===== config.mk =====
export PLATFORM = sky130hd
export DESIGN_NAME = vlsu_top
export DESIGN_NICKNAME = d
export VERILOG_FILES = /design/src/logic/vlsu_bus_pkg.sv /design/src/logic/vlsu_cfg_pkg.sv /design/src/logic/vlsu_address_gen.sv /design/src/logic/vlsu_config.sv /design/src/logic/vlsu_load_align.sv /design/src/logic/vlsu_sequencer.sv /design/src/logic/vlsu_store_lanes.sv /design/src/logic/vlsu_top.sv
export SDC_FILE = /design/constraint.sdc
export NUM_CORES = 1
export LEC_CHECK = 0
export CAP_MARGIN = 20
export CORE_UTILIZATION = 60
export CTS_BUF_LIST = sky130_fd_sc_hd__clkbuf_4
export CTS_CLUSTER_DIAMETER = 30
export DETAILED_ROUTE_END_ITERATION = 12
export DONT_BUFFER_PORTS = 1
export PLACE_DENSITY = 0.85
export REMOVE_ABC_BUFFERS = 1
export SLEW_MARGIN = 10
export SYNTH_ARGS = -nofsm -noshare
export SYNTH_HDL_FRONTEND = slang
export SYNTH_SLANG_ARGS = --single-unit

===== constraint.sdc =====
create_clock -name clk -period 4.4 [get_ports clk]
set_clock_uncertainty 0.05 [all_clocks]
set_input_delay 0.44 -clock clk [delete_from_list [all_inputs] [get_ports clk]]
set_output_delay 0.44 -clock clk [all_outputs]
set_load 0.03 [all_outputs]

===== src/logic/vlsu_bus_pkg.sv =====
package vlsu_bus_pkg;

    // Data memory port
    localparam int BUS_WIDTH = 32;
    localparam int BUS_LANES = BUS_WIDTH / 8;

    // Address bits that pick a byte lane
    localparam int LANE_W = $clog2(BUS_LANES);

    // One memory request per cycle
    typedef struct packed {
        logic [31:0]          address;
        logic                 read_en;
        logic [BUS_LANES-1:0] write_en;
        logic [BUS_WIDTH-1:0] wdata;
    } mem_req_t;

endpackage


===== src/logic/vlsu_cfg_pkg.sv =====
package vlsu_cfg_pkg;

    // Vector register geometry
    localparam int VLEN       = 64;
    localparam int VLENB      = VLEN / 8;
    localparam int VL_W       = 4;
    localparam int ELEM_IDX_W = 3;
    localparam int VEC_OFF_W  = $clog2(VLEN);

    // Encoded as log2 of the element size in bytes
    typedef enum logic [1:0] {
        EW8  = 2'b00,
        EW16 = 2'b01,
        EW32 = 2'b10
    } elem_width_e;

    typedef enum logic [1:0] {
        UNIT_STRIDED = 2'b00,
        INDEXED      = 2'b01,
        STRIDED      = 2'b10
    } addr_mode_e;

    // Request as held for the whole transfer
    typedef struct packed {
        logic              is_store;
        elem_width_e       width;
        addr_mode_e        mode;
        logic              vm;
        logic [VL_W-1:0]   vl;
        logic [31:0]       base;
        logic [31:0]       stride;
        logic [VLENB-1:0]  mask;
        logic [VLEN-1:0]   index_vec;
        logic [VLEN-1:0]   store_vec;
    } vlsu_cfg_t;

    // Bit position of element idx inside a vector register
    function automatic logic [VEC_OFF_W-1:0] elem_bit_offset(
        input logic [ELEM_IDX_W-1:0] idx,
        input elem_width_e           width
    );
        logic [VEC_OFF_W-1:0] off;
        off = {idx, 3'b000};
        return off << width;
    endfunction

    // Element idx of a vector, zero-extended to 32 bits
    function automatic logic [31:0] elem_select(
        input logic [VLEN-1:0]       vec,
        input logic [ELEM_IDX_W-1:0] idx,
        input elem_width_e           width
    );
        logic [VLEN-1:0] shifted;
        shifted = vec >> elem_bit_offset(idx, width);
        unique case (width)
            EW8:     return {24'h0, shifted[7:0]};
            EW16:    return {16'h0, shifted[15:0]};
            default: return shifted[31:0];
        endcase
    endfunction

endpackage


===== src/logic/vlsu_address_gen.sv =====
`timescale 1ns/1ps

module vlsu_address_gen
    import vlsu_cfg_pkg::*;
(
    input  logic                  clk,
    input  logic                  reset_n,

    input  logic                  start_i,
    input  vlsu_cfg_t             cfg_i,
    input  logic                  access_i,
    input  logic [ELEM_IDX_W-1:0] elem_idx_i,

    output logic [31:0]           address_o
);

    logic [31:0] offset_q;
    logic [31:0] step;
    logic [31:0] index_offset;
    logic [31:0] offset;

    // Unit-stride steps by the element size in bytes
    assign step = (cfg_i.mode == STRIDED) ? cfg_i.stride : (32'd1 << cfg_i.width);

    // Running offset for both strided modes
    always_ff @(posedge clk or negedge reset_n) begin
        if (!reset_n) begin
            offset_q <= '0;
        end
        else if (start_i) begin
            offset_q <= '0;
        end
        else if (access_i) begin
            offset_q <= offset_q + step;
        end
    end

    // Index element read at the data element width
    assign index_offset = elem_select(cfg_i.index_vec, elem_idx_i, cfg_i.width);

    assign offset = (cfg_i.mode == INDEXED) ? index_offset : offset_q;

    assign address_o = cfg_i.base + offset;

endmodule


===== src/logic/vlsu_config.sv =====
`timescale 1ns/1ps

module vlsu_config
    import vlsu_cfg_pkg::*;
(
    input  logic              clk,
    input  logic              reset_n,

    input  logic              start_i,
    input  logic [31:0]       instruction_i,
    input  logic [31:0]       base_address_i,
    input  logic [31:0]       stride_i,
    input  logic [VL_W-1:0]   vl_i,
    input  logic              vm_i,
    input  logic [VLENB-1:0]  mask_i,
    input  logic [VLEN-1:0]   indexed_offsets_i,
    input  logic [VLEN-1:0]   write_data_i,

    output vlsu_cfg_t         cfg_o
);

    elem_width_e width;
    addr_mode_e  mode;
    vlsu_cfg_t   cfg_q;

////////////////////
// Decode
////////////////////

    // Width field, anything other than 8 or 16 bits is taken as 32
    always_comb begin
        unique case (instruction_i[14:12])
            3'b000:  width = EW8;
            3'b101:  width = EW16;
            default: width = EW32;
        endcase
    end

    // Ordered and unordered indexed share one mode
    always_comb begin
        unique case (instruction_i[27:26])
            2'b00:   mode = UNIT_STRIDED;
            2'b10:   mode = STRIDED;
            default: mode = INDEXED;
        endcase
    end

////////////////////
// Request register
////////////////////

    always_ff @(posedge clk or negedge reset_n) begin
        if (!reset_n) begin
            cfg_q <= '0;
        end
        else if (start_i) begin
            cfg_q <= '{
                is_store:  instruction_i[5],
                width:     width,
                mode:      mode,
                vm:        vm_i,
                vl:        vl_i,
                base:      base_address_i,
                stride:    stride_i,
                mask:      mask_i,
                index_vec: indexed_offsets_i,
                store_vec: write_data_i
            };
        end
    end

    assign cfg_o = cfg_q;

endmodule


===== src/logic/vlsu_load_align.sv =====
`timescale 1ns/1ps

module vlsu_load_align
    import vlsu_cfg_pkg::*;
    import vlsu_bus_pkg::*;
(
    input  logic                  clk,
    input  logic                  reset_n,

    input  logic                  start_i,
    input  vlsu_cfg_t             cfg_i,
    input  logic                  access_i,
    input  logic [ELEM_IDX_W-1:0] elem_idx_i,
    input  logic [31:0]           address_i,
    input  logic [BUS_WIDTH-1:0]  mem_rdata_i,

    output logic [VLEN-1:0]       read_data_o
);

    logic                  active_q;
    logic                  keep_q;
    logic [LANE_W-1:0]     lane_q;
    logic [ELEM_IDX_W-1:0] idx_q;

    logic [BUS_WIDTH-1:0]  lane_word;
    logic [31:0]           width_mask;
    logic [VEC_OFF_W-1:0]  bit_off;
    logic [VLEN-1:0]       field_mask;
    logic [VLEN-1:0]       field_data;
    logic [VLEN-1:0]       read_data_q;

////////////////////
// Access stage
////////////////////

    always_ff @(posedge clk or negedge reset_n) begin
        if (!reset_n) begin
            active_q <= 1'b0;
        end
        else begin
            active_q <= access_i && !cfg_i.is_store;
        end
    end

    always_ff @(posedge clk) begin
        lane_q <= address_i[LANE_W-1:0];
        idx_q  <= elem_idx_i;
        keep_q <= cfg_i.vm || cfg_i.mask[elem_idx_i];
    end

////////////////////
// Data stage
////////////////////

    // Element moved down to lane 0
    assign lane_word = mem_rdata_i >> {lane_q, 3'b000};

    always_comb begin
        unique case (cfg_i.width)
            EW8:     width_mask = 32'h0000_00ff;
            EW16:    width_mask = 32'h0000_ffff;
            default: width_mask = 32'hffff_ffff;
        endcase
    end

    assign bit_off    = elem_bit_offset(idx_q, cfg_i.width);
    assign field_mask = VLEN'(width_mask) << bit_off;

    // Masked-off elements land as zero
    assign field_data = keep_q ? (VLEN'(lane_word & width_mask) << bit_off) : '0;

    always_ff @(posedge clk or negedge reset_n) begin
        if (!reset_n) begin
            read_data_q <= '0;
        end
        else if (start_i) begin
            read_data_q <= '0;
        end
        else if (active_q) begin
            read_data_q <= (read_data_q & ~field_mask) | field_data;
        end
    end

    assign read_data_o = read_data_q;

endmodule


===== src/logic/vlsu_sequencer.sv =====
`timescale 1ns/1ps

module vlsu_sequencer
    import vlsu_cfg_pkg::*;
(
    input  logic                  clk,
    input  logic                  reset_n,

    input  logic                  start_i,
    input  vlsu_cfg_t             cfg_i,

    output logic                  access_o,
    output logic [ELEM_IDX_W-1:0] elem_idx_o,
    output logic                  last_o,
    output logic                  busy_o,
    output logic                  done_o
);

    typedef enum logic [1:0] {
        IDLE,
        ACCESS,
        DRAIN
    } seq_state_e;

    seq_state_e            state, next_state;
    logic [ELEM_IDX_W-1:0] elem_idx_q;
    logic                  tail_q;

////////////////////
// FSM
////////////////////

    always_ff @(posedge clk or negedge reset_n) begin
        if (!reset_n) begin
            state <= IDLE;
        end
        else begin
            state <= next_state;
        end
    end

    always_comb begin
        next_state = state;
        unique case (state)
            IDLE:
                if (start_i)
                    next_state = ACCESS;
            ACCESS:
                // One cycle without an access closes the element phase
                if (!access_o)
                    next_state = (cfg_i.is_store || cfg_i.vl == '0) ? IDLE : DRAIN;
            DRAIN:
                next_state = IDLE;
            default:
                next_state = IDLE;
        endcase
    end

    // One element per access cycle
    always_ff @(posedge clk or negedge reset_n) begin
        if (!reset_n) begin
            elem_idx_q <= '0;
        end
        else if (start_i && state == IDLE) begin
            elem_idx_q <= '0;
        end
        else if (access_o) begin
            elem_idx_q <= elem_idx_q + 1'b1;
        end
    end

    // High in the cycle after the last access
    always_ff @(posedge clk or negedge reset_n) begin
        if (!reset_n) begin
            tail_q <= 1'b0;
        end
        else begin
            tail_q <= last_o;
        end
    end

////////////////////
// Strobes
////////////////////

    assign access_o   = (state == ACCESS) && (cfg_i.vl != '0) && !tail_q;
    assign last_o     = access_o && (VL_W'(elem_idx_q) == cfg_i.vl - VL_W'(1));
    assign elem_idx_o = elem_idx_q;
    assign busy_o     = (state != IDLE);

    // Loads finish one cycle later, in DRAIN
    assign done_o = ((state == ACCESS) && !access_o && (cfg_i.is_store || cfg_i.vl == '0))
                    || (state == DRAIN);

endmodule


===== src/logic/vlsu_store_lanes.sv =====
`timescale 1ns/1ps

module vlsu_store_lanes
    import vlsu_cfg_pkg::*;
    import vlsu_bus_pkg::*;
(
    input  vlsu_cfg_t             cfg_i,
    input  logic                  access_i,
    input  logic [ELEM_IDX_W-1:0] elem_idx_i,
    input  logic [31:0]           address_i,

    output logic [BUS_LANES-1:0]  write_en_o,
    output logic [BUS_WIDTH-1:0]  wdata_o
);

    logic [31:0]          elem;
    logic [LANE_W-1:0]    lane;
    logic [BUS_LANES-1:0] lane_en;
    logic                 enable;

    assign elem = elem_select(cfg_i.store_vec, elem_idx_i, cfg_i.width);
    assign lane = address_i[LANE_W-1:0];

    // Same element on every lane, memory picks it with the byte enables
    always_comb begin
        unique case (cfg_i.width)
            EW8:     wdata_o = {4{elem[7:0]}};
            EW16:    wdata_o = {2{elem[15:0]}};
            default: wdata_o = elem;
        endcase
    end

    // Aligned addresses keep an element inside one bus word
    always_comb begin
        unique case (cfg_i.width)
            EW8:     lane_en = 4'b0001 << lane;
            EW16:    lane_en = 4'b0011 << {lane[1], 1'b0};
            default: lane_en = 4'b1111;
        endcase
    end

    // Masked-off elements are skipped
    assign enable = access_i && cfg_i.is_store && (cfg_i.vm || cfg_i.mask[elem_idx_i]);

    assign write_en_o = enable ? lane_en : '0;

endmodule


===== src/logic/vlsu_top.sv =====
`timescale 1ns/1ps

module vlsu_top
    import vlsu_cfg_pkg::*;
    import vlsu_bus_pkg::*;
(
    input  logic                 clk,
    input  logic                 reset_n,

    // Request, sampled with start_i
    input  logic                 start_i,
    input  logic [31:0]          instruction_i,
    input  logic [31:0]          base_address_i,
    input  logic [31:0]          stride_i,
    input  logic [VL_W-1:0]      vl_i,
    input  logic                 vm_i,
    input  logic [VLENB-1:0]     mask_i,
    input  logic [VLEN-1:0]      indexed_offsets_i,
    input  logic [VLEN-1:0]      write_data_i,

    // Memory port
    output mem_req_t             mem_o,
    input  logic [BUS_WIDTH-1:0] mem_rdata_i,

    output logic                 busy_o,
    output logic                 done_o,
    output logic [VLEN-1:0]      read_data_o
);

    vlsu_cfg_t             cfg;
    logic                  start;
    logic                  access;
    logic [ELEM_IDX_W-1:0] elem_idx;
    logic [31:0]           address;
    logic [BUS_LANES-1:0]  write_en;
    logic [BUS_WIDTH-1:0]  wdata;

    // A request is taken only while no transfer runs
    assign start = start_i && !busy_o;

    vlsu_config u_config (
        .clk               (clk),
        .reset_n           (reset_n),
        .start_i           (start),
        .instruction_i     (instruction_i),
        .base_address_i    (base_address_i),
        .stride_i          (stride_i),
        .vl_i              (vl_i),
        .vm_i              (vm_i),
        .mask_i            (mask_i),
        .indexed_offsets_i (indexed_offsets_i),
        .write_data_i      (write_data_i),
        .cfg_o             (cfg)
    );

    // Last-access flag only steers the FSM itself
    vlsu_sequencer u_sequencer (
        .clk        (clk),
        .reset_n    (reset_n),
        .start_i    (start),
        .cfg_i      (cfg),
        .access_o   (access),
        .elem_idx_o (elem_idx),
        .last_o     (),
        .busy_o     (busy_o),
        .done_o     (done_o)
    );

    vlsu_address_gen u_address_gen (
        .clk        (clk),
        .reset_n    (reset_n),
        .start_i    (start),
        .cfg_i      (cfg),
        .access_i   (access),
        .elem_idx_i (elem_idx),
        .address_o  (address)
    );

    vlsu_store_lanes u_store_lanes (
        .cfg_i      (cfg),
        .access_i   (access),
        .elem_idx_i (elem_idx),
        .address_i  (address),
        .write_en_o (write_en),
        .wdata_o    (wdata)
    );

    vlsu_load_align u_load_align (
        .clk         (clk),
        .reset_n     (reset_n),
        .start_i     (start),
        .cfg_i       (cfg),
        .access_i    (access),
        .elem_idx_i  (elem_idx),
        .address_i   (address),
        .mem_rdata_i (mem_rdata_i),
        .read_data_o (read_data_o)
    );

    // Loads read every element, masking is applied on the way back
    assign mem_o = '{
        address:  address,
        read_en:  access && !cfg.is_store,
        write_en: write_en,
        wdata:    wdata
    };

endmodule


==> results.sh <==
export IMPL_hp_class="primary input to asynchronous set/reset pin"
export IMPL_die_x_um=180
export IMPL_post_route_drc_count=0
export IMPL_drive_gt1_share_pct=18.1
export IMPL_setup_slack_ns=-1.01
export IMPL_yosysTopAreaCellShare_pct=41.0
export IMPL_cp_required_ns=3.91
export IMPL_crit_buf_inv=7
export IMPL_ios=407
export IMPL_critical_path_max_stage_delay_ns=0.49
export IMPL_synthArstFlopShare_pct=98.1
export IMPL_core_area_um2=30900
export IMPL_grt_pass1_vias=20300
export IMPL_hold_ws_ns=-0.691
export IMPL_grt_ovfl_total=0
export IMPL_p_per_area_nw_per_um2=968
export IMPL_synth_edff_count=0
export IMPL_cap_viol_max_count=0
export IMPL_finalSetupTns_ns=-15.72
export IMPL_yosysWarningCount=0
export IMPL_synthDistinctLibCells=77
export IMPL_clockRootBuffer="clkbuf_4"
export IMPL_clock_sinks=319
export IMPL_grt_pass1_wl_um=108000
export IMPL_syn_inst=2312
export IMPL_clk_path_buf_depth=3
export IMPL_timing_final_crit_period_ns=5.41
export IMPL_synth_ff_type="dfrtp_1"
export IMPL_drt_initial_drc_count=2717
export IMPL_antenna_found_initial=4
export IMPL_hold_viol=313
export IMPL_ant_nets=0
export IMPL_slowest_stage="dfrtp_2"
export IMPL_slew_headroom_pct=21.6
export IMPL_port_buffers=0
export IMPL_status="finished, violations left"
export IMPL_clk_latency_ns=0.80
export IMPL_tightest_slew_ns=1.18
export IMPL_yosys_top_cells_count="nand2_1 (879), dfrtp_1 (313), o21ai_0 (127)"
export IMPL_die_height_um=180
export IMPL_initial_core_util_pct=61.7
export IMPL_setup_viol=28
export IMPL_syn_area_per_cell_um2=8.25
export IMPL_cts_hold_buf=227
export IMPL_die_area_um2=32500
export IMPL_cts_tree="built"
export IMPL_critical_path_top_cell_by_count="buf_4"
export IMPL_syn_area_um2=19100
export IMPL_grt_max_degree=314
export IMPL_routed_via_count=20700
export IMPL_fmax_mhz=185
export IMPL_dpl_worst_slack_ns=-0.250
export IMPL_nets=3058
export IMPL_numCtsBuffers=91
export IMPL_crit_family="compound AO/OA/AOI/OAI gates"
export IMPL_post_route_period_util_pct=123
export IMPL_violations="negative hold slack, negative setup slack"
export IMPL_total_power_uw=24400
export IMPL_post_drt_wl_per_cell_um=22.1
export IMPL_yosysTopAreaCell="dfrtp_1"
export IMPL_worstSetupPathType="flip-flop to output pin"
export IMPL_wl_um=70200
export IMPL_yosys_cell_count_top_type="nand2_1"
export IMPL_power_leakage_uw=0.0124
export IMPL_viasPerCell=6.50
export IMPL_gp_congestion=0.947
export IMPL_yosys_register_bits=319
export IMPL_path_cells="buf_6 > or2_4 > buf_12 > buf_16 > buf_4 > mux4_2 > a21oi_4 > o21ai_2 > ha_4 > a2111oi_4 > buf_4 > o21ai_2 > nand3_2 > buf_6 > nand3_4 > a211oi_4 > o21ai_1 > a21oi_1 > xnor2_1 > buf_4"
export IMPL_hpwl_um=40700
export IMPL_h_tree_depth=3
export IMPL_arrival_ns=4.92
export IMPL_gr_usage_all_layers_pct=41.8
export IMPL_fin_util_pct=81.4
export IMPL_dr_pass1_iters=7
export IMPL_crit_path_end_kind="output pin"
export IMPL_ys_seq_area_share_pct=41.7
export IMPL_clk_pin_slew_worst_paths_ns=0.07
export IMPL_slew_viol_final=0
export IMPL_ir_worst_vdd_mv=0.833
export IMPL_row_count=64
export IMPL_rsz0062_at_grt="true"
export IMPL_start_kind="flip-flop"
export IMPL_synth_area_leaders="dfrtp_1 (41%), nand2_1 (17%), mux2i_1 (5.1%)"
export IMPL_area_growth_syn_to_layout_pct=31.9
export IMPL_critical_path_max_fanout=8
[logic make-up (layout without fill, tap and decap cells)]
kind of cell,after synthesis,after routing,synth area share (%)
simple gates,1125,1125,24.5
compound gates,456,456,15.2
flops,319,319,41.7
buf+inv,157,619,3.53
mux,123,123,7.68
fa+ha+maj,69,69,4.60
xor+xnor,63,63,2.89
other cells,0,6,0
[registers in the layout, summed over array words and instances (netlist names)]
signal and cells:
u_sequencer.state 2, u_load_align.lane_q 2, u_sequencer.elem_idx_o 3, u_sequencer.tail_q 1
u_address_gen.offset_q 32, u_load_align.read_data_o 64, u_load_align.active_q 1, u_load_align.keep_q 1
u_load_align.idx_q 3, u_config.cfg_o 210
[stage by stage]
step / area [µm²] / std cells
2_1_floorplan: 18500 / 2185
3_3_place_gp: 20500 / 2755
3_5_place_dp: 20500 / 2755
4_1_cts: 24700 / 3152
5_1_grt: 25200 / 3174
6_report: 25200 / 3176
[worst reg2reg max path: stages, from the launching register on]
cell and delay, ns:
dfrtp_1 0.42, buf_6 0.15, or2_4 0.27, buf_4 0.22, o21ai_0 0.20, ha_1 0.19
inv_1 0.06, fa_1 0.41, nor2b_1 0.16, o21ai_1 0.11, a211oi_2 0.31, nor4_1 0.14
nor2_1 0.26, a31oi_1 0.23, o311ai_1 0.39, xnor2_1 0.19, o21ai_1 0.09
[report_power, final]
| part | switching [µW] | total [µW] | internal [µW] | leakage (µW) |
|---|---|---|---|---|
| clock | 1400 | 2880 | 1480 | 0.000660 |
| sequential | 1520 | 5680 | 4160 | 0.00406 |
| combinational | 9530 | 15800 | 6280 | 0.00771 |
[cell type report]
| class | count | area [µm²] |
|---|---|---|
| Multi-Input combinational cell | 1836 | 11200 |
| Sequential cell | 319 | 7950 |
| Fill cell | 1736 | 5740 |
| Timing Repair Buffer | 439 | 4220 |
| Clock buffer | 117 | 878 |
| Tap cell | 396 | 495 |
| Clock inverter | 33 | 259 |
| Inverter | 30 | 113 |
| Antenna cell | 6 | 15.0 |
[placed cells by master, fill, tap and decap left out, types with 7 or more instances in the layout]
cell,Yosys,final
a22oi_1,9,9
a21oi_2,1,16
o211ai_1,17,17
and3_1,40,38
buf_12,0,12
clkinv_1,1,19
ha_1,67,61
dfrtp_1,313,312
and2_1,34,33
a31oi_1,15,11
clkbuf_4,0,117
buf_6,6,31
nor2_1,64,58
a21oi_1,121,101
o21ai_2,1,11
mux4_2,18,18
a21o_1,29,29
xor2_1,28,22
o21ai_0,127,102
nor2b_1,8,8
a22o_1,33,33
nand2_1,879,872
nand4_1,10,10
buf_4,5,162
o22ai_1,10,9
nand3_1,44,40
nand2b_1,9,9
xnor2_2,0,9
inv_1,28,26
o21ai_1,21,33
mux2i_1,97,92
o21bai_1,10,10
dlygate4sd3_1,0,227
xnor2_1,35,24
a211oi_2,2,7
mux2_2,8,8
a211oi_1,13,7
[per-layer routing]
metal | up-vias | global-route usage [%] | wire length [µm]
li1 | 8722 | - | -
met3 | 489 | 8.47 | 7950
met1 | 9721 | 52.8 | 25100
met5 | - | 0 | 0
met2 | 1723 | 65.5 | 32100
met4 | 0 | 27.2 | 5020
[timing repair]
action                                 in CTS  in global routing
pin swaps                                  48                 39
gates resized for setup                   127                 74
setup buffers                              22                 17
endpoints found under the hold margin     543                313
gates cloned                                2                  1
setup endpoints to repair                  29                 35
[final timing paths]
path / to / start / slack [ns] / cells past startpoint
setup / recovery: mem_o[58] / u_config.cfg_o[208] / -1.01 / 20
hold / removal: u_address_gen.offset_q[28] / reset_n / -0.69 / 0
setup reg to reg: u_address_gen.offset_q[30] / u_config.cfg_o[207] / 0.44 / 16
hold reg to reg: u_config.cfg_o[157] / u_config.cfg_o[157] / 0.42 / 2
max in group asynchronous: u_config.cfg_o[101] / reset_n / 4.52 / 0
min in group clk: u_load_align.read_data_o[0] / mem_rdata_i[0] / 0.03 / 4
(Power assumes the default switching activity.)
